$ cat src/common/sd_pkg.sv
package sd_pkg;

    // ==============================
    // Frame geometry
    // ==============================

    // Start, direction, index, argument, CRC, end
    localparam int CMD_FRAME_BITS = 48;

    // Portion of the frame covered by the CRC
    localparam int CMD_BODY_BITS = 40;

    // Wide enough to count every bit of a frame
    localparam int BIT_CNT_W = $clog2(CMD_FRAME_BITS);

    // ==============================
    // CRC7, x^7 + x^3 + 1
    // ==============================
    localparam int CRC7_BITS = 7;
    localparam logic [CRC7_BITS-1:0] CRC7_POLY = 7'h09;

    // Card clocks after the host releases the line before input is trusted
    localparam int TURNAROUND_TICKS = 3;

    typedef enum logic [1:0] {
        RESP_NONE = 2'b00,
        RESP_48   = 2'b01
    } resp_type_e;

    typedef enum logic [1:0] {
        CMD_IDLE,
        CMD_BODY,
        CMD_CRC,
        CMD_END
    } cmd_state_e;

    typedef enum logic [2:0] {
        RESP_IDLE,
        RESP_WAIT_START,
        RESP_BODY,
        RESP_CRC,
        RESP_END
    } resp_state_e;

endpackage

$ cat src/common/sd_bit_if.sv
`timescale 1ns/1ps

// Bit-level link between the line driver and the command/response framers
interface sd_bit_if;

    logic tick;
    logic tx_bit;
    logic tx_en;
    logic rx_bit;
    logic rx_valid;

    modport phy (
        output tick,
        output rx_bit,
        output rx_valid,
        input  tx_bit,
        input  tx_en
    );

    modport sender (
        input  tick,
        output tx_bit,
        output tx_en
    );

    modport receiver (
        input  tick,
        input  rx_bit,
        input  rx_valid
    );

endinterface

$ cat src/verilog/sd_crc7.sv
`timescale 1ns/1ps

module sd_crc7 (
    input  logic clk_fast,
    input  logic clear,
    input  logic enable,
    input  logic shift_out,
    input  logic din,
    output logic crc_bit
);

    localparam int MSB = sd_pkg::CRC7_BITS - 1;

    logic [MSB:0] crc;
    logic         feedback;

    assign feedback = din ^ crc[MSB];

    // Remainder leaves MSB first
    assign crc_bit = crc[MSB];

    always_ff @(posedge clk_fast) begin
        if (clear) begin
            crc <= '0;
        end else if (enable) begin
            if (shift_out) begin
                // Just walk the remainder out
                crc <= {crc[MSB-1:0], 1'b0};
            end else begin
                crc <= {crc[MSB-1:0], 1'b0} ^ (feedback ? sd_pkg::CRC7_POLY : '0);
            end
        end
    end

endmodule

$ cat src/verilog/sd_cmd_phy.sv
`timescale 1ns/1ps

module sd_cmd_phy #(
    parameter int CLK_DIV = 4
) (
    input  logic  clk_fast,
    input  logic  init_resetPulse,
    sd_bit_if.phy bus,
    output logic  sd_clk,
    output logic  cmd_out,
    output logic  cmd_oe,
    input  logic  cmd_in
);

    localparam int HALF  = CLK_DIV / 2;
    localparam int CNT_W = $clog2(CLK_DIV);
    localparam int TA    = sd_pkg::TURNAROUND_TICKS;

    logic [CNT_W-1:0] div_cnt;
    logic             rise_evt;
    logic             fall_evt;
    logic [TA-1:0]    active;
    logic             cmd_in_q;

    // ==============================
    // Card clock divider
    // ==============================
    assign rise_evt = (div_cnt == CNT_W'(CLK_DIV - 1));
    assign fall_evt = (div_cnt == CNT_W'(HALF - 1));

    // Framers advance on the same edge the card clock goes high
    assign bus.tick = rise_evt;

    always_ff @(posedge clk_fast) begin
        if (init_resetPulse) begin
            div_cnt <= '0;
            sd_clk  <= 1'b0;
        end else begin
            div_cnt <= rise_evt ? '0 : div_cnt + 1'b1;
            if (rise_evt) begin
                sd_clk <= 1'b1;
            end else if (fall_evt) begin
                sd_clk <= 1'b0;
            end
        end
    end

    // ==============================
    // Command line output
    // ==============================
    // Launch on the falling half so the card sees a stable bit at the rise
    always_ff @(posedge clk_fast) begin
        if (init_resetPulse) begin
            cmd_out <= 1'b1;
            cmd_oe  <= 1'b0;
        end else if (fall_evt) begin
            cmd_out <= bus.tx_en ? bus.tx_bit : 1'b1;
            cmd_oe  <= bus.tx_en;
        end
    end

    // ==============================
    // Turnaround and input sampling
    // ==============================
    // One bit per card clock, set while we were driving
    always_ff @(posedge clk_fast) begin
        if (init_resetPulse) begin
            active   <= '0;
            cmd_in_q <= 1'b1;
        end else begin
            cmd_in_q <= cmd_in;
            if (rise_evt) begin
                active <= {active[TA-2:0], bus.tx_en};
            end
        end
    end

    assign bus.rx_valid = !bus.tx_en && (active == '0);

    // Line reads as idle high until the card can own it
    assign bus.rx_bit = bus.rx_valid ? cmd_in_q : 1'b1;

endmodule

$ cat src/sd_cmd/sd_cmd_sender.sv
`timescale 1ns/1ps

module sd_cmd_sender (
    input  logic                              clk_fast,
    input  logic                              init_resetPulse,
    input  logic                              start,
    input  logic [sd_pkg::CMD_BODY_BITS-1:0]  cmd_data,
    input  sd_pkg::resp_type_e                resp_type,
    sd_bit_if.sender                          bus,
    output logic                              done,
    output logic                              resp_start
);

    localparam int CNT_W = sd_pkg::BIT_CNT_W;
    localparam int MSB   = sd_pkg::CMD_BODY_BITS - 1;
    localparam logic [CNT_W-1:0] LAST_BODY = CNT_W'(sd_pkg::CMD_BODY_BITS - 1);
    localparam logic [CNT_W-1:0] LAST_CRC  = CNT_W'(sd_pkg::CRC7_BITS - 1);

    sd_pkg::cmd_state_e state;
    sd_pkg::resp_type_e resp_type_q;
    logic               start_pend;
    logic               accept;
    logic [CNT_W-1:0]   bit_cnt;
    logic [MSB:0]       body_q;
    logic               crc_en;
    logic               crc_shift;
    logic               crc_bit;

    // Triggers during a command are dropped
    assign accept    = start && (state == sd_pkg::CMD_IDLE) && !start_pend;
    assign crc_en    = bus.tick && (state == sd_pkg::CMD_BODY || state == sd_pkg::CMD_CRC);
    assign crc_shift = (state == sd_pkg::CMD_CRC);

    // Receiver is armed together with the tick that sends the end bit
    assign resp_start = bus.tick && (state == sd_pkg::CMD_END)
                        && (resp_type_q == sd_pkg::RESP_48);

    assign bus.tx_en = (state != sd_pkg::CMD_IDLE);

    always_comb begin
        case (state)
            sd_pkg::CMD_BODY: bus.tx_bit = body_q[MSB];
            sd_pkg::CMD_CRC:  bus.tx_bit = crc_bit;
            default:          bus.tx_bit = 1'b1;
        endcase
    end

    // Command payload
    always_ff @(posedge clk_fast) begin
        if (accept) begin
            body_q      <= cmd_data;
            resp_type_q <= resp_type;
        end else if (bus.tick && state == sd_pkg::CMD_BODY) begin
            body_q <= {body_q[MSB-1:0], 1'b0};
        end
    end

    // ==============================
    // Frame sequencer
    // ==============================
    always_ff @(posedge clk_fast) begin
        if (init_resetPulse) begin
            state      <= sd_pkg::CMD_IDLE;
            start_pend <= 1'b0;
            bit_cnt    <= '0;
            done       <= 1'b0;
        end else begin
            if (accept) begin
                start_pend <= 1'b1;
            end
            case (state)
                sd_pkg::CMD_IDLE: begin
                    // Align the first bit to a full card clock
                    if (start_pend && bus.tick) begin
                        start_pend <= 1'b0;
                        bit_cnt    <= '0;
                        state      <= sd_pkg::CMD_BODY;
                    end
                end
                sd_pkg::CMD_BODY: begin
                    if (bus.tick) begin
                        if (bit_cnt == LAST_BODY) begin
                            bit_cnt <= '0;
                            state   <= sd_pkg::CMD_CRC;
                        end else begin
                            bit_cnt <= bit_cnt + 1'b1;
                        end
                    end
                end
                sd_pkg::CMD_CRC: begin
                    if (bus.tick) begin
                        if (bit_cnt == LAST_CRC) begin
                            state <= sd_pkg::CMD_END;
                        end else begin
                            bit_cnt <= bit_cnt + 1'b1;
                        end
                    end
                end
                sd_pkg::CMD_END: begin
                    if (bus.tick) begin
                        done  <= ~done;
                        state <= sd_pkg::CMD_IDLE;
                    end
                end
                default: state <= sd_pkg::CMD_IDLE;
            endcase
        end
    end

    sd_crc7 u_sd_crc7 (
        .clk_fast  (clk_fast),
        .clear     (accept),
        .enable    (crc_en),
        .shift_out (crc_shift),
        .din       (body_q[MSB]),
        .crc_bit   (crc_bit)
    );

endmodule

$ cat src/sd_cmd/sd_resp_receiver.sv
`timescale 1ns/1ps

module sd_resp_receiver (
    input  logic                               clk_fast,
    input  logic                               init_resetPulse,
    input  logic                               resp_start,
    sd_bit_if.receiver                         bus,
    output logic                               resp_done,
    output logic [sd_pkg::CMD_FRAME_BITS-1:0]  resp_data,
    output logic                               resp_crc_err
);

    localparam int CNT_W = sd_pkg::BIT_CNT_W;
    localparam int SH_W  = sd_pkg::CMD_FRAME_BITS - 1;
    localparam logic [CNT_W-1:0] LAST_BODY = CNT_W'(sd_pkg::CMD_BODY_BITS - 1);
    localparam logic [CNT_W-1:0] LAST_CRC  = CNT_W'(sd_pkg::CRC7_BITS - 1);

    sd_pkg::resp_state_e state;
    logic [CNT_W-1:0]    bit_cnt;
    logic [SH_W-1:0]     shift_q;
    logic                start_seen;
    logic                bit_take;
    logic                crc_en;
    logic                crc_shift;
    logic                crc_bit;

    // First valid low bit after the turnaround
    assign start_seen = bus.tick && bus.rx_valid && !bus.rx_bit
                        && (state == sd_pkg::RESP_WAIT_START);

    assign bit_take = start_seen
                      || (bus.tick && (state == sd_pkg::RESP_BODY || state == sd_pkg::RESP_CRC));

    // CRC covers start bit and body only
    assign crc_en    = bit_take;
    assign crc_shift = (state == sd_pkg::RESP_CRC);

    // ==============================
    // Capture path
    // ==============================
    always_ff @(posedge clk_fast) begin
        if (bit_take) begin
            shift_q <= {shift_q[SH_W-2:0], bus.rx_bit};
        end
        if (bus.tick && state == sd_pkg::RESP_END) begin
            resp_data <= {shift_q, bus.rx_bit};
        end
    end

    // ==============================
    // Response FSM
    // ==============================
    always_ff @(posedge clk_fast) begin
        if (init_resetPulse) begin
            state        <= sd_pkg::RESP_IDLE;
            bit_cnt      <= '0;
            resp_done    <= 1'b0;
            resp_crc_err <= 1'b0;
        end else if (resp_start) begin
            state        <= sd_pkg::RESP_WAIT_START;
            resp_crc_err <= 1'b0;
        end else begin
            case (state)
                sd_pkg::RESP_IDLE: begin
                end
                sd_pkg::RESP_WAIT_START: begin
                    // Card latency is open ended
                    if (start_seen) begin
                        bit_cnt <= CNT_W'(1);
                        state   <= sd_pkg::RESP_BODY;
                    end
                end
                sd_pkg::RESP_BODY: begin
                    if (bus.tick) begin
                        if (bit_cnt == LAST_BODY) begin
                            bit_cnt <= '0;
                            state   <= sd_pkg::RESP_CRC;
                        end else begin
                            bit_cnt <= bit_cnt + 1'b1;
                        end
                    end
                end
                sd_pkg::RESP_CRC: begin
                    if (bus.tick) begin
                        // Compare bit by bit against our remainder
                        if (bus.rx_bit != crc_bit) begin
                            resp_crc_err <= 1'b1;
                        end
                        if (bit_cnt == LAST_CRC) begin
                            state <= sd_pkg::RESP_END;
                        end else begin
                            bit_cnt <= bit_cnt + 1'b1;
                        end
                    end
                end
                sd_pkg::RESP_END: begin
                    if (bus.tick) begin
                        if (!bus.rx_bit) begin
                            resp_crc_err <= 1'b1;
                        end
                        resp_done <= ~resp_done;
                        state     <= sd_pkg::RESP_IDLE;
                    end
                end
                default: state <= sd_pkg::RESP_IDLE;
            endcase
        end
    end

    sd_crc7 u_sd_crc7 (
        .clk_fast  (clk_fast),
        .clear     (resp_start),
        .enable    (crc_en),
        .shift_out (crc_shift),
        .din       (bus.rx_bit),
        .crc_bit   (crc_bit)
    );

endmodule

$ cat src/verilog/sd_cmd_ctrl.sv
`timescale 1ns/1ps

module sd_cmd_ctrl #(
    parameter int CLK_DIV = 4
) (
    input  logic                               clk_fast,
    input  logic                               init_resetPulse,

    // Host command side, toggle handshake
    input  logic                               cmd_trigger,
    input  logic [sd_pkg::CMD_BODY_BITS-1:0]   cmd_data,
    input  sd_pkg::resp_type_e                 cmd_resp_type,
    output logic                               cmd_done,

    // Host response side
    output logic                               resp_done,
    output logic [sd_pkg::CMD_FRAME_BITS-1:0]  resp_data,
    output logic                               resp_crc_err,

    // Card side
    output logic                               sd_clk,
    output logic                               cmd_out,
    output logic                               cmd_oe,
    input  logic                               cmd_in
);

    logic [2:0] trig_sync;
    logic       start_pulse;
    logic       resp_start;

    sd_bit_if u_bit_if ();

    // ==============================
    // Trigger synchronizer
    // ==============================
    // Two flops for metastability, third for edge detect
    always_ff @(posedge clk_fast) begin
        if (init_resetPulse) begin
            trig_sync <= '0;
        end else begin
            trig_sync <= {trig_sync[1:0], cmd_trigger};
        end
    end

    // Either edge of the toggle starts a command
    assign start_pulse = trig_sync[2] ^ trig_sync[1];

    sd_cmd_phy #(
        .CLK_DIV (CLK_DIV)
    ) u_sd_cmd_phy (
        .clk_fast        (clk_fast),
        .init_resetPulse (init_resetPulse),
        .bus             (u_bit_if),
        .sd_clk          (sd_clk),
        .cmd_out         (cmd_out),
        .cmd_oe          (cmd_oe),
        .cmd_in          (cmd_in)
    );

    sd_cmd_sender u_sd_cmd_sender (
        .clk_fast        (clk_fast),
        .init_resetPulse (init_resetPulse),
        .start           (start_pulse),
        .cmd_data        (cmd_data),
        .resp_type       (cmd_resp_type),
        .bus             (u_bit_if),
        .done            (cmd_done),
        .resp_start      (resp_start)
    );

    sd_resp_receiver u_sd_resp_receiver (
        .clk_fast        (clk_fast),
        .init_resetPulse (init_resetPulse),
        .resp_start      (resp_start),
        .bus             (u_bit_if),
        .resp_done       (resp_done),
        .resp_data       (resp_data),
        .resp_crc_err    (resp_crc_err)
    );

endmodule

$ cat config.mk
export PLATFORM = sky130hd
export DESIGN_NAME = sd_cmd_ctrl
export DESIGN_NICKNAME = d
export VERILOG_FILES = /design/src/common/sd_pkg.sv /design/src/common/sd_bit_if.sv /design/src/verilog/sd_crc7.sv /design/src/verilog/sd_cmd_phy.sv /design/src/sd_cmd/sd_cmd_sender.sv /design/src/sd_cmd/sd_resp_receiver.sv /design/src/verilog/sd_cmd_ctrl.sv
export SDC_FILE = /design/constraint.sdc
export NUM_CORES = 1
export LEC_CHECK = 0
export ABC_AREA = 1
export BUFFER_PORTS_ARGS = -buffer_cell sky130_fd_sc_hd__buf_2
export CORE_MARGIN = 2
export CORE_UTILIZATION = 50
export CTS_CLUSTER_DIAMETER = 60
export CTS_CLUSTER_SIZE = 8
export DETAILED_ROUTE_END_ITERATION = 10
export PLACE_DENSITY = 0.73
export SLEW_MARGIN = 20
export SYNTH_ARGS = -nofsm -noshare
export SYNTH_HDL_FRONTEND = slang
export SYNTH_SLANG_ARGS = --single-unit
$ cat constraint.sdc
create_clock -name clk_fast -period 8.8 [get_ports clk_fast]
set_clock_uncertainty 0.1 [all_clocks]
set_input_delay 1.76 -clock clk_fast [delete_from_list [all_inputs] [get_ports clk_fast]]
set_output_delay 1.76 -clock clk_fast [all_outputs]
set_load 0.01 [all_outputs]
After elaboration in Yosys (flattened, before gate mapping):

Cells that the tools add are included.

* input bits: 46
* word-level logic and storage cells: 156
* output and inout port bits: 54
* bits in registers: 184

* bitwise gates (word level): 9
* add/subtract/negate cells: 3
* muxes and demuxes: 46
* reduce and logical (&&, ||, !) cells: 38
* equal/unequal tests: 38

Operators by type and width (number)
* $mux W40: 2
* $mux W6: 10
* $pmux W6 S3: 2
* $ne A2 B2 Y1 const B: 16
* $mux W3: 6
* $ne A3 B3 Y1 const B: 5
* $pmux W3 S5: 1
* $mux W7: 2
* $reduce_and A7 Y1: 2
* $xor A7 B4 Y7: 2
* $logic_and A1 B1 Y1: 13
* $add A6 B1 Y6 const B: 2
* $eq A6 B3 Y1 const B: 2
* $eq A6 B6 Y1 const B: 2
* $mux W1: 12
* $mux W2: 6
* $reduce_and A6 Y1: 2
* $reduce_and A5 Y1: 2
* $mux W4: 2
* $pmux W2 S4: 1
* $reduce_bool A2 Y1: 4
* $eq A2 B1 Y1 const B: 3
* $eq A2 B2 Y1 const B: 3
* $eq A3 B2 Y1 const B: 2
* 17 further kinds: 30

Longest topological paths before layout:

Gate-level depths: netlist (run 1).

* word-level depth: 10
* gate-level depth with buffers: 13

Hierarchy:

A second synthesis (run 1) with hierarchy kept.

* cells, all modules: 639
* area, all modules: 7124.3 um^2

Modules (own cells, without submodules)
* sd_resp_receiver: area each 3641.0 um^2, times used 1, cells an instance 225
* sd_cmd_sender: area each 2482.4 um^2, times used 1, cells an instance 282
* sd_crc7: area each 275.3 um^2, times used 2, cells an instance 37
* sd_cmd_phy: area each 352.8 um^2, times used 1, cells an instance 45
* sd_cmd_ctrl: area each 97.6 um^2, times used 1, cells an instance 13

Worst setup path before layout (run 1):

Ideal clock, no wire load.

* path kind: flip-flop to flip-flop
* start: register u_sd_cmd_phy.div_cnt[0]
* end: register u_sd_cmd_sender.body_q[0] (enable)
* path buffers: 1
* slack: 4.601 ns
* stages on the path, launching flop included: 5
* arrival time: 3.606 ns
* period minus slack after synthesis: 4.199 ns
* cell sequence: dfxtp_1 > ha_1 > inv_2 > clkbuf_8 > o21ai_0

* cells in the longest elaborated chain, start to end: 3

Ends and longest elaborated chain
* start, declared: RTL line sd_cmd_phy.sv:19 `logic [CNT_W-1:0] div_cnt;`
* start signal, assigned: RTL line sd_cmd_phy.sv:39 `div_cnt <= rise_evt ? '0 : div_cnt + 1'b1;`
* $eq A2 B2 Y1: RTL line sd_cmd_phy.sv:28 `assign rise_evt = (div_cnt == CNT_W'(CLK_DIV - 1));`
* named net u_bit_if.tick: RTL line sd_bit_if.sv:6 `logic tick;`
* $logic_and A1 B1 Y1: RTL line sd_cmd_sender.sv:53 `end else if (bus.tick && state == sd_pkg::CMD_BODY) begin`
* $reduce_bool A2 Y1 (no line)
* end signal, assigned: RTL line sd_cmd_sender.sv:51 `body_q <= cmd_data;`
* end signal, assigned: RTL line sd_cmd_sender.sv:54 `body_q <= {body_q[MSB-1:0], 1'b0};`
* end, declared: RTL line sd_cmd_sender.sv:24 `logic [MSB:0] body_q;`

The timed path passes the listed nets, and every way through them passes these cells.
A chain may end at the register's enable or synchronous reset.

Worst setup path in the final report (run 1):

* start: register u_sd_cmd_sender.state[0]
* end: register u_sd_cmd_sender.body_q[24] (enable)

* cells in the longest elaborated chain, start to end: 4
* elaborated cells between the ends (all ways): 6
* classes of those cells: 1 x eq/ne; 5 x reduce/logical

Ends and longest elaborated chain
* start, declared: RTL line sd_cmd_sender.sv:19 `sd_pkg::cmd_state_e state;`
* start signal, assigned: RTL line sd_cmd_sender.sv:63 `state <= sd_pkg::CMD_IDLE;`
* start signal, assigned: RTL line sd_cmd_sender.sv:77 `state <= sd_pkg::CMD_BODY;`
* start signal, assigned: RTL line sd_cmd_sender.sv:84 `state <= sd_pkg::CMD_CRC;`
* $logic_not A2 Y1: RTL line sd_cmd_sender.sv:30 `assign accept = start && (state == sd_pkg::CMD_IDLE) && !start_pend;`
* $logic_and A1 B1 Y1 (2 in series): RTL line sd_cmd_sender.sv:30
* $reduce_bool A2 Y1 (no line) (*)

Every way passes the cells marked *; elsewhere a longest branch is shown, timed or not.

==> results of run 1 <==
-- cell usage after synthesis, types with 2 or more instances --
library cell / count / area, sq um
nor2_1: 50 / 187.7
or2_2: 4 / 25.02
ha_1: 12 / 150.1
clkbuf_1: 3 / 11.26
o22ai_1: 2 / 12.51
nand4_1: 10 / 62.56
nand2_2: 4 / 25.02
nand3_1: 26 / 130.1
inv_2: 5 / 18.77
nor3_1: 2 / 10.01
xor2_1: 2 / 17.52
nor2_2: 2 / 12.51
buf_2: 6 / 30.03
buf_4: 2 / 15.01
inv_1: 51 / 191.4
nor2_4: 2 / 22.52
nand2_1: 226 / 848.3
dfxtp_1: 47 / 940.9
edfxtp_1: 137 / 4114
o21ai_0: 12 / 60.06
o21ai_1: 2 / 10.01
a21oi_1: 22 / 110.1
-- power by group --
part           total, mW  internal, mW  switching [mW]
sequential          1.05          1.01          0.0404
clock              0.696         0.385           0.311
combinational      0.309         0.107           0.202
total               2.06          1.50           0.554
-- routing by layer --
layer | wire, microns | track usage (%) | up-vias
met5 | 0 | 0 | -
met4 | 231 | 7.599 | 0
met3 | 825 | 5.489 | 21
met2 | 5671 | 25.41 | 162
met1 | 5881 | 23.39 | 2134
li1 | - | - | 2325
-- cell type report --
cell class	count	area, sq um	share of cell area, %
multi-input combinational	385	1777	21.28
clock inverter	9	67.56	0.8091
inverter	56	210.2	2.517
clock buffer	23	478.0	5.724
tap	180	225.2	2.697
timing repair buffer	102	538.0	6.443
sequential	184	5055	60.53
-- final timing paths --
| check | start | end | slack, ns | cells past startpoint |
|---|---|---|---|---|
| setup reg to reg | u_sd_cmd_sender.state[0] | u_sd_cmd_sender.body_q[24] | 5.43 | 9 |
| hold reg to reg | trig_sync[0] | trig_sync[1] | 0.30 | 2 |
| setup / recovery | u_sd_cmd_sender.state[0] | u_sd_cmd_sender.body_q[24] | 5.43 | 9 |
| hold / removal | trig_sync[0] | trig_sync[1] | 0.30 | 2 |
-- kinds of logic (layout without fill, tap and decap cells) --
group | Yosys count | in the layout | share of synthesized area, %
simple gates | 330 | 330 | 19.30
buf+inv | 69 | 190 | 4.103
compound gates | 40 | 40 | 2.959
flops | 184 | 184 | 71.15
fa+ha+maj | 12 | 12 | 2.113
xor+xnor | 3 | 3 | 0.3699
-- state kept, by name, indices dropped and copies added (netlist names), 2 cells and up --
| name | flops |
|---|---|
| u_sd_resp_receiver.bit_cnt | 6 |
| u_sd_resp_receiver.resp_data | 48 |
| u_sd_cmd_phy.active | 3 |
| u_sd_resp_receiver.u_sd_crc7.crc | 7 |
| u_sd_cmd_sender.body_q | 40 |
| u_sd_cmd_sender.resp_type_q | 2 |
| u_sd_cmd_sender.bit_cnt | 6 |
| trig_sync | 3 |
| u_sd_resp_receiver.state | 3 |
| u_sd_cmd_sender.u_sd_crc7.crc | 7 |
| u_sd_cmd_sender.state | 2 |
| u_sd_resp_receiver.shift_q | 47 |
| u_sd_cmd_phy.div_cnt | 2 |
-- tightest hold or removal path: stages (launching register included) --
cell and delay (ns):
dfxtp_1 0.30, inv_1 0.04, nor2_1 0.03
-- layout by cell type (no fill, tap or decap), types with 11 or more instances in the layout --
master       n
a21oi_1     22
buf_2       99
clkbuf_16   17
dfxtp_1     47
edfxtp_1   137
ha_1        12
inv_1       51
nand2_1    226
nand3_1     26
nor2_1      49
o21ai_0     11
-- through the flow --
step,std cells,util (%),worst slack (ns)
6_report,939,60.16,5.430
3_3_place_gp,906,56.03,5.549
4_1_cts,938,59.96,5.334
3_5_place_dp,906,56.03,5.355
5_1_grt,939,60.16,5.105
2_1_floorplan,638,-,4.601
==> summary.md, run 1 <==
| Metric | Value |
|---|---|
| Status | finished clean |
| Synth unique cells | 31 |
| Max Slew Vio Count | 0 |
| Sum Neg Setup Slack | 0 ns |
| Final GP Congestion | 0.8456 |
| Port-buffer cells | 99 |
| HP Class | reg -> reg |
| 1st-pass router iterations | 5 |
| Clk pin slew, worst setup/hold paths | 0.06 ns |
| Post-synth ARST share | 0% |
| Via density | 4.944 |
| Critical-path top delay cell | nor2_4 |
| Clock Sinks | 184 |
| Crit. End Element | flop |
| Max-cap check violation count | 0 |
| Detailed placement HPWL | 8276 microns |
| Routed WL | 12610 microns |
| Rel. slew slack | 39.38% |
| Seq/Total Area, Yosys | 71.15% |
| Total clock buffers created by CTS | 17 |
| Worst-path cell chain | inv_1 > ha_1 > inv_2 > a21oi_1 > o21ai_1 > nor2_4 > inv_2 > o21ai_4 > buf_16 |
| First-pass GRT wire length | 19860 microns |
| Crit-path max FO | 48 |
| # IOs | 100 |
| Setup bufs post-CTS | 0 |
| # diodes | 0 |
| Power Dens Cells | 246.1 mW/mm^2 |
| Pin count of the biggest net entering global routing | 50 |
| Clock Tree Buf Depth | 2 |
| Post-CTS Resized | 0 |
| Routed len/inst | 13.43 microns |
| Leakage | 3.440 nW |
| Final Hold Vio Count | 0 |
| Routed vias | 4642 |
| Final critical-path share of the clock period | 38.30% |
| Crit Path Category | reg -> reg |
| Worst Max-Slew Pin Slew | 0.9071 ns |
| Synth Net Count | 696 |
| Clock latency on the worst-skew pair | 0.43 ns |
| Routed Antenna Nets | 0 |
| Die ar. | 0.01518 sq mm |
| Tot GR Track Use | 17.21% |
| Cell family with most CP delay | buffers and inverters |
| Mapped Area | 0.007104 sq mm |
| EDFF count, synth | 137 |
| Critical path buffer and inverter count | 4 |
| Die height | 123.2 microns |
| Area after DPL | 0.007777 sq mm |
| Post-Layout Inst Area | 0.008351 sq mm |
| Avg Cell Area, Syn | 11.14 sq um |
| Final Setup Violations | 0 |
| Top_reg_cell synth | edfxtp_1 |
| DRC errors left | 0 |
| Clock Tree Root | clkbuf_16 |
| Starting density of the core | 51.18% |
| CP required | 8.84 ns |
| Critical Path Most Common Cell | inv_2 |
| Share of post-route cells with drive strength above 1 | 20.29% |
| Vias in the first global route | 4233 |
| Grt ovf | 0 |
| Gate Count Post-Synth | 638 |
| PnR Total Power | 2.055 mW |
| DIE WIDTH | 123.2 microns |
| Final-stage net count | 804 |
| RSZ-0062 raised after global routing | false |
| Warnings, synthesis | 0 |
| Initial antenna violation count | 0 |
| Max incr delay on CP | 0.70 ns |
| CTS tree | built |
| WP data arrival | 3.41 ns |
| Synth Register Bits | 184 |
| Worst Setup Start Kind | flop |
| Hold_ws | 0.3034 ns |
| Filler cell count | 1101 |
| P&R area growth vs syn | 17.54% |
| Initial DRC Count | 355 |
| Post-layout min period | 3.370 ns |
| Highest clock rate | 296.7 MHz |
| Worst VDD drop | 0.1505 mV |
| Number of H-tree levels | 4 |
| Rows | 43 |
| Core Box Area | 0.01388 sq mm |
| Cts-stage hold buffer count | 0 |
Note: power is estimated with default switching activity, not from simulation.
==> run 2, diff against run 1 <==
PLACE_DENSITY = 0.76   (was 0.73)
clock period = 3 ns   (was 8.8 ns; I/O delays follow)
==> run 2 against run 1 <==
Against the previous run:
- hold slack got worse by 0.056 ns
- cell count grew 0.32%
- utilization increased by 0.64 points
- flip-flop and latch count is the same
- register-to-register slack lost 4.8 ns
- combinational power rose to 3.0 times the previous value
- first-iteration DRC count decreased by 18%
- setup slack lost 4.8 ns
- clock power rose to 3.2 times the previous value
- critical path depth is 3 lower
- via count grew 1.7%
- sequential power increased to 2.9 times the previous value
- largest power group unchanged
==> summary.md, run 2 (synthesis results as in run 1) <==
| Metric | Value |
|---|---|
| Routed vias | 4723 (+1.7%) |
| Leakage | 3.492 nW (+1.5%) |
| Crit Path Category | reg -> reg |
| Worst-path cell chain | ha_1 > inv_2 > nor2_1 > nand2_2 > nand2_2 > buf_12 |
| Share of post-route cells with drive strength above 1 | 21.00% (+0.71 points) |
| Grt ovf | 0 (unchanged) |
| WP data arrival | 2.42 ns (-0.99 ns) |
| Setup bufs post-CTS | 0 (unchanged) |
| DRC errors left | 0 (unchanged) |
| Port-buffer cells | 99 (unchanged) |
| Vias in the first global route | 4581 (+8.2%) |
| Die height | 123.2 microns (unchanged) |
| Max Slew Vio Count | 0 (unchanged) |
| Clock Tree Buf Depth | 2 (unchanged) |
| Final-stage net count | 808 (+0.50%) |
| Worst VDD drop | 0.4424 mV (+190%) |
| Starting density of the core | 51.18% (unchanged) |
| Sum Neg Setup Slack | 0 ns (unchanged) |
| Final critical-path share of the clock period | 79.72% (+41 points) |
| Clock latency on the worst-skew pair | 0.43 ns (about the same) |
| Routed Antenna Nets | 0 (unchanged) |
| PnR Total Power | 6.215 mW (+200%) |
| P&R area growth vs syn | 18.79% |
| # IOs | 100 (unchanged) |
| Critical path buffer and inverter count | 2 (-2) |
| Routed WL | 12520 microns (-0.70%) |
| RSZ-0062 raised after global routing | false |
| Core Box Area | 0.01388 sq mm (unchanged) |
| Cell family with most CP delay | simple AND/OR/NAND/NOR gates |
| Reg with most FFs | u_sd_resp_receiver.resp_data |
| First-pass GRT wire length | 20720 microns (+4.3%) |
| Initial DRC Count | 290 (-18%) |
| Final Setup Violations | 0 (unchanged) |
| Clk pin slew, worst setup/hold paths | 0.07 ns (about the same) |
| Hold depth | 2 (unchanged) |
| Critical path depth in cells | 6 (-3) |
| Commonest cells after routing, fill and taps aside | 226 x nand2_1, 137 x edfxtp_1, 99 x buf_2 |
| Die ar. | 0.01518 sq mm (unchanged) |
| Rows | 43 (unchanged) |
| Tot GR Track Use | 17.77% (+0.57 points) |
| Detailed placement HPWL | 8623 microns (+4.2%) |
| Number of H-tree levels | 4 (unchanged) |
| Cts-stage hold buffer count | 0 (unchanged) |
| Power Dens Cells | 736.5 mW/mm^2 (+200%) |
| Clock Sinks | 184 (unchanged) |
| Max-cap check violation count | 0 (unchanged) |
| Max incr delay on CP | 0.42 ns (-0.28 ns) |
| Worst Max-Slew Pin Slew | 0.6147 ns (-0.2924 ns) |
| Critical-path top delay cell | ha_1 |
| CTS tree | built |
| Highest clock rate | 418.2 MHz (+41%) |
| Critical Path Most Common Cell | nand2_2 |
| Worst Setup Start Kind | flop |
| Clock Tree Root | clkbuf_16 |
| Reg2Reg Depth | 6 (-3) |
| CP required | 3.03 ns (-5.81 ns) |
| Max reg flops | 48 (unchanged) |
| Post-layout min period | 2.391 ns (-0.9786 ns) |
| DIE WIDTH | 123.2 microns (unchanged) |
| Rel. slew slack | 58.87% (+19 points) |
| Routed len/inst | 13.29 microns (-1.0%) |
| 1st-pass router iterations | 6 (+1) |
| HP Class | in -> reg |
| Crit-path max FO | 35 (-27%) |
| Most common cell after layout, fill and taps aside | nand2_1 |
| Post-CTS Resized | 0 (unchanged) |
| Total clock buffers created by CTS | 17 (unchanged) |
| Via density | 5.014 (+1.4%) |
| Status | finished clean |
| # diodes | 0 (unchanged) |
| Initial antenna violation count | 0 (unchanged) |
| Final Hold Vio Count | 0 (unchanged) |
| Pin count of the biggest net entering global routing | 48 (-4.0%) |
| Final GP Congestion | 0.8439 (-0.20%) |
| Crit. End Element | flop |
| Largest registers | u_sd_resp_receiver.resp_data x48, u_sd_resp_receiver.shift_q x47, u_sd_cmd_sender.body_q x40 |
==> run 2: cell count changes in the layout (fill, tap and decap cells not counted), sizes merged <==
cell and change:
clkbuf -6, buf +4, inv +4, bufinv +2, clkinvlp -2, clkinv +1
==> run 2: area by class of cell <==
class / count / area, sq um
Fill cell: 1106 / 5441
Tap cell: 180 / 225.2
Multi-Input combinational cell: 385 / 1777
Inverter: 56 / 210.2
Sequential cell: 184 / 5055
Clock inverter: 14 / 166.4
Clock buffer: 17 / 425.4
Timing Repair Buffer: 106 / 580.6
==> run 2: metrics by stage <==
step	hold WS [ns]	instances	utilization [%]	worst slack (ns)	area [sq um]
after floorplan	0.2883	638	-	0.3497	7111
after global placement	0.2897	910	56.34	0.4671	7820
after detailed placement	0.3100	910	56.34	0.3469	7820
after CTS	0.2295	941	60.60	0.3416	8412
after global routing	0.2309	942	60.80	0.3614	8439
final	0.2472	942	60.80	0.6085	8439
==> run 2: path summary, 6_finish.rpt <==
| path | start | endpoint | slack, ns |
|---|---|---|---|
| min reg2reg | trig_sync[0] | trig_sync[1] | 0.31 |
| max reg2reg | u_sd_cmd_phy.div_cnt[0] | u_sd_resp_receiver.shift_q[20] | 0.61 |
| max | u_sd_cmd_phy.div_cnt[0] | u_sd_resp_receiver.shift_q[20] | 0.61 |
| min | cmd_in | u_sd_cmd_phy.cmd_in_q | 0.25 |
==> run 2: report_power, final <==
group,total (mW),internal [mW],switching [mW]
sequential,3.08,2.96,0.122
combinational,0.927,0.319,0.608
clock,2.21,1.25,0.961
==> run 2: per-layer routing <==
metal,vias to the layer above,routed length (microns),GRT usage (%)
li1,2341,-,-
met1,2213,5562,21.91
met3,24,899,5.720
met5,-,0,0
met4,0,229,7.741
met2,145,5830,28.78
==> run 3, diff against run 2 <==
clock period = 2.2 ns   (was 3 ns; I/O delays follow)
==> run 3 against run 2 <==
Against the previous run:
- clock-buffer cell count unchanged
- design area increased by 0.31%
- setup slack got worse by 0.41 ns
- sequential power increased by 36%
- maximum frequency increased by 20%
- utilization increased by 0.19 points
- wire length about the same
- flip-flop and latch count unchanged
- register-to-register slack got worse by 0.41 ns
- die area unchanged
- via count decreased by 0.83%
- total power increased by 36%
- critical endpoint is now u_sd_cmd_sender.body_q[26]
- largest power group unchanged
==> summary.md, run 3 (synthesis results as in run 1) <==
| Metric | Value |
|---|---|
| Hold Path Sink | u_sd_cmd_sender.resp_type_q[0] |
| Die height | 123.2 microns (unchanged) |
| Most common cell after layout, fill and taps aside | nand2_1 |
| Critical-path top delay cell | dfxtp_1 |
| Final-stage net count | 809 (+0.12%) |
| Share of post-route cells with drive strength above 1 | 21.60% (+0.60 points) |
| First-pass GRT wire length | 20580 microns (-0.67%) |
| Tot GR Track Use | 17.43% (-0.34 points) |
| Clock latency on the worst-skew pair | 0.43 ns (about the same) |
| Pin count of the biggest net entering global routing | 47 (-2.1%) |
| Hold_ws | 0.09528 ns (-0.1519 ns) |
| Die ar. | 0.01518 sq mm (unchanged) |
| Status | finished clean |
| Vias in the first global route | 4447 (-2.9%) |
| Core Box Area | 0.01388 sq mm (unchanged) |
| Commonest cells after routing, fill and taps aside | 226 x nand2_1, 137 x edfxtp_1, 99 x buf_2 |
| Post-layout min period | 1.997 ns (-0.3946 ns) |
| Hold depth | 1 (-1) |
| CP required | 2.21 ns (-0.82 ns) |
| RR Startpoint | u_sd_cmd_sender.state[1] |
| Non-Filler Instances | 944 (+0.21%) |
| Max reg flops | 48 (unchanged) |
| # diodes | 0 (unchanged) |
| Final Hold Vio Count | 0 (unchanged) |
| Post-CTS Resized | 0 (unchanged) |
| Crit. End Element | flop |
| Clock Tree Root | clkbuf_16 |
| Initial DRC Count | 415 (+43%) |
| Critical Path Most Common Cell | inv_2 |
| Worst setup path startpoint | u_sd_cmd_sender.state[1] |
| WP data arrival | 2.01 ns (-0.41 ns) |
| Worst-path cell chain | inv_1 > ha_2 > inv_2 > a21oi_1 > o21ai_1 > nor2_4 > inv_2 > o21ai_4 > buf_12 |
| Routed WL | 12510 microns (about the same) |
| Rows | 43 (unchanged) |
| Worst Setup Start Kind | flop |
| Dpl cells | 912 (+0.22%) |
| Crit-path max FO | 40 (+14%) |
| Reg2Reg Depth | 9 (+3) |
| Grt ovf | 0 (unchanged) |
| Reg with most FFs | u_sd_resp_receiver.resp_data |
| Final critical-path share of the clock period | 90.77% (+11 points) |
| Power Dens Cells | 996.2 mW/mm^2 (+35%) |
| Detailed placement HPWL | 8689 microns (+0.77%) |
| Routed Antenna Nets | 0 (unchanged) |
| CTS tree | built |
| Final GP Congestion | 0.8626 (+2.2%) |
| Max incr delay on CP | 0.35 ns (-0.07 ns) |
| DRC errors left | 0 (unchanged) |
| Worst Max-Slew Pin Slew | 0.4723 ns (-0.1424 ns) |
| Routed vias | 4684 (-0.83%) |
| Clk pin slew, worst setup/hold paths | 0.07 ns (about the same) |
| Setup WS pre-CTS | 0.1821 ns (-0.1647 ns) |
| Number of H-tree levels | 4 (unchanged) |
| Sum Neg Setup Slack | 0 ns (unchanged) |
| Crit Path Category | reg -> reg |
| Clock Sinks | 184 (unchanged) |
| # IOs | 100 (unchanged) |
| Highest clock rate | 500.8 MHz (+20%) |
| R2R Setup Slk | 0.20 ns (-0.41 ns) |
| Leakage | 3.485 nW (-0.21%) |
| Rel. slew slack | 68.48% (+9.6 points) |
| Largest registers | u_sd_resp_receiver.resp_data x48, u_sd_resp_receiver.shift_q x47, u_sd_cmd_sender.body_q x40 |
| Routed len/inst | 13.25 microns (-0.31%) |
| Max-cap check violation count | 0 (unchanged) |
| Setup slack after layout | 0.2031 ns (-0.4054 ns) |
| Starting density of the core | 51.18% (unchanged) |
| Worst VDD drop | 0.5490 mV (+24%) |
| Max Slew Vio Count | 0 (unchanged) |
| 1st-pass router iterations | 5 (-1) |
| Port-buffer cells | 99 (unchanged) |
| Initial antenna violation count | 0 (unchanged) |
| Setup bufs post-CTS | 0 (unchanged) |
| Final Setup Violations | 0 (unchanged) |
| Hold_sp | cmd_resp_type[0] |
| P&R area growth vs syn | 19.16% |
| RSZ-0062 raised after global routing | false |
| Reg2reg end | u_sd_cmd_sender.body_q[26] |
| DIE WIDTH | 123.2 microns (unchanged) |
| Clock Tree Buf Depth | 2 (unchanged) |
| Via density | 4.962 (-1.0%) |
| HP Class | in -> reg |
| Total clock buffers created by CTS | 17 (unchanged) |
| Cts-stage hold buffer count | 0 (unchanged) |
-- run 3: cell types whose count changed in the layout (fill, tap and decap cells not counted), sizes merged --
| cell | before | now |
|---|---|---|
| clkinv | 5 | 3 |
| clkinvlp | 1 | 3 |
| inv | 62 | 64 |
| buf | 106 | 107 |
| bufinv | 2 | 1 |
-- run 3: worst max path at each step --
stage	to	slack [ns]	cells past startpoint
after floorplan	u_sd_cmd_sender.body_q[0]	0.008	10
after global placement	u_sd_resp_receiver.shift_q[16]	0.30	9
after detailed placement	u_sd_cmd_sender.bit_cnt[3]	0.18	12
after CTS	u_sd_cmd_sender.bit_cnt[3]	0.14	12
after global routing	u_sd_resp_receiver.u_sd_crc7.crc[3]	0.01	12
final	u_sd_cmd_sender.body_q[26]	0.20	9
-- run 3: per-layer routing --
layer | global-route usage [%] | vias up | part of all wire (%)
met5 | 0 | - | 0
met4 | 7.955 | 0 | 2.6
met3 | 4.428 | 33 | 7.1
met2 | 28.57 | 172 | 47
met1 | 21.81 | 2142 | 43
li1 | - | 2337 | -
-- run 3: stage by stage --
stage          utilization [%]  power [mW]  instance area (sq um)
3_5_place_dp             56.77       5.526                   7880
2_1_floorplan                -       5.198                   7131
4_1_cts                  60.96       8.479                   8462
6_report                 60.99       8.434                   8466
5_1_grt                  60.99       8.863                   8466
3_3_place_gp             56.77       5.450                   7880
-- run 3: where the power goes --
group,internal [mW],switching [mW]
combinational,0.440,0.829
clock,1.61,1.35
sequential,4.04,0.168
total,6.08,2.35
-- run 3: cell type report --
class / instances / area (sq um)
multi-input cells: 385 / 1787
flip-flops and latches: 184 / 5056
fillers: 1106 / 5415
repair buffers: 107 / 605.6
clock buffers: 17 / 425.4
clock inverters: 15 / 156.4
well taps: 180 / 225.2
inverters: 56 / 210.2
-- run 3: worst max-delay path: cells and delay by family, from the launching register on --
family          cells  cell delay, ns
simple gates        1            0.11
compound gates      3            0.31
buf+inv             4            0.55
fa+ha+maj           1            0.23
flops               1            0.35
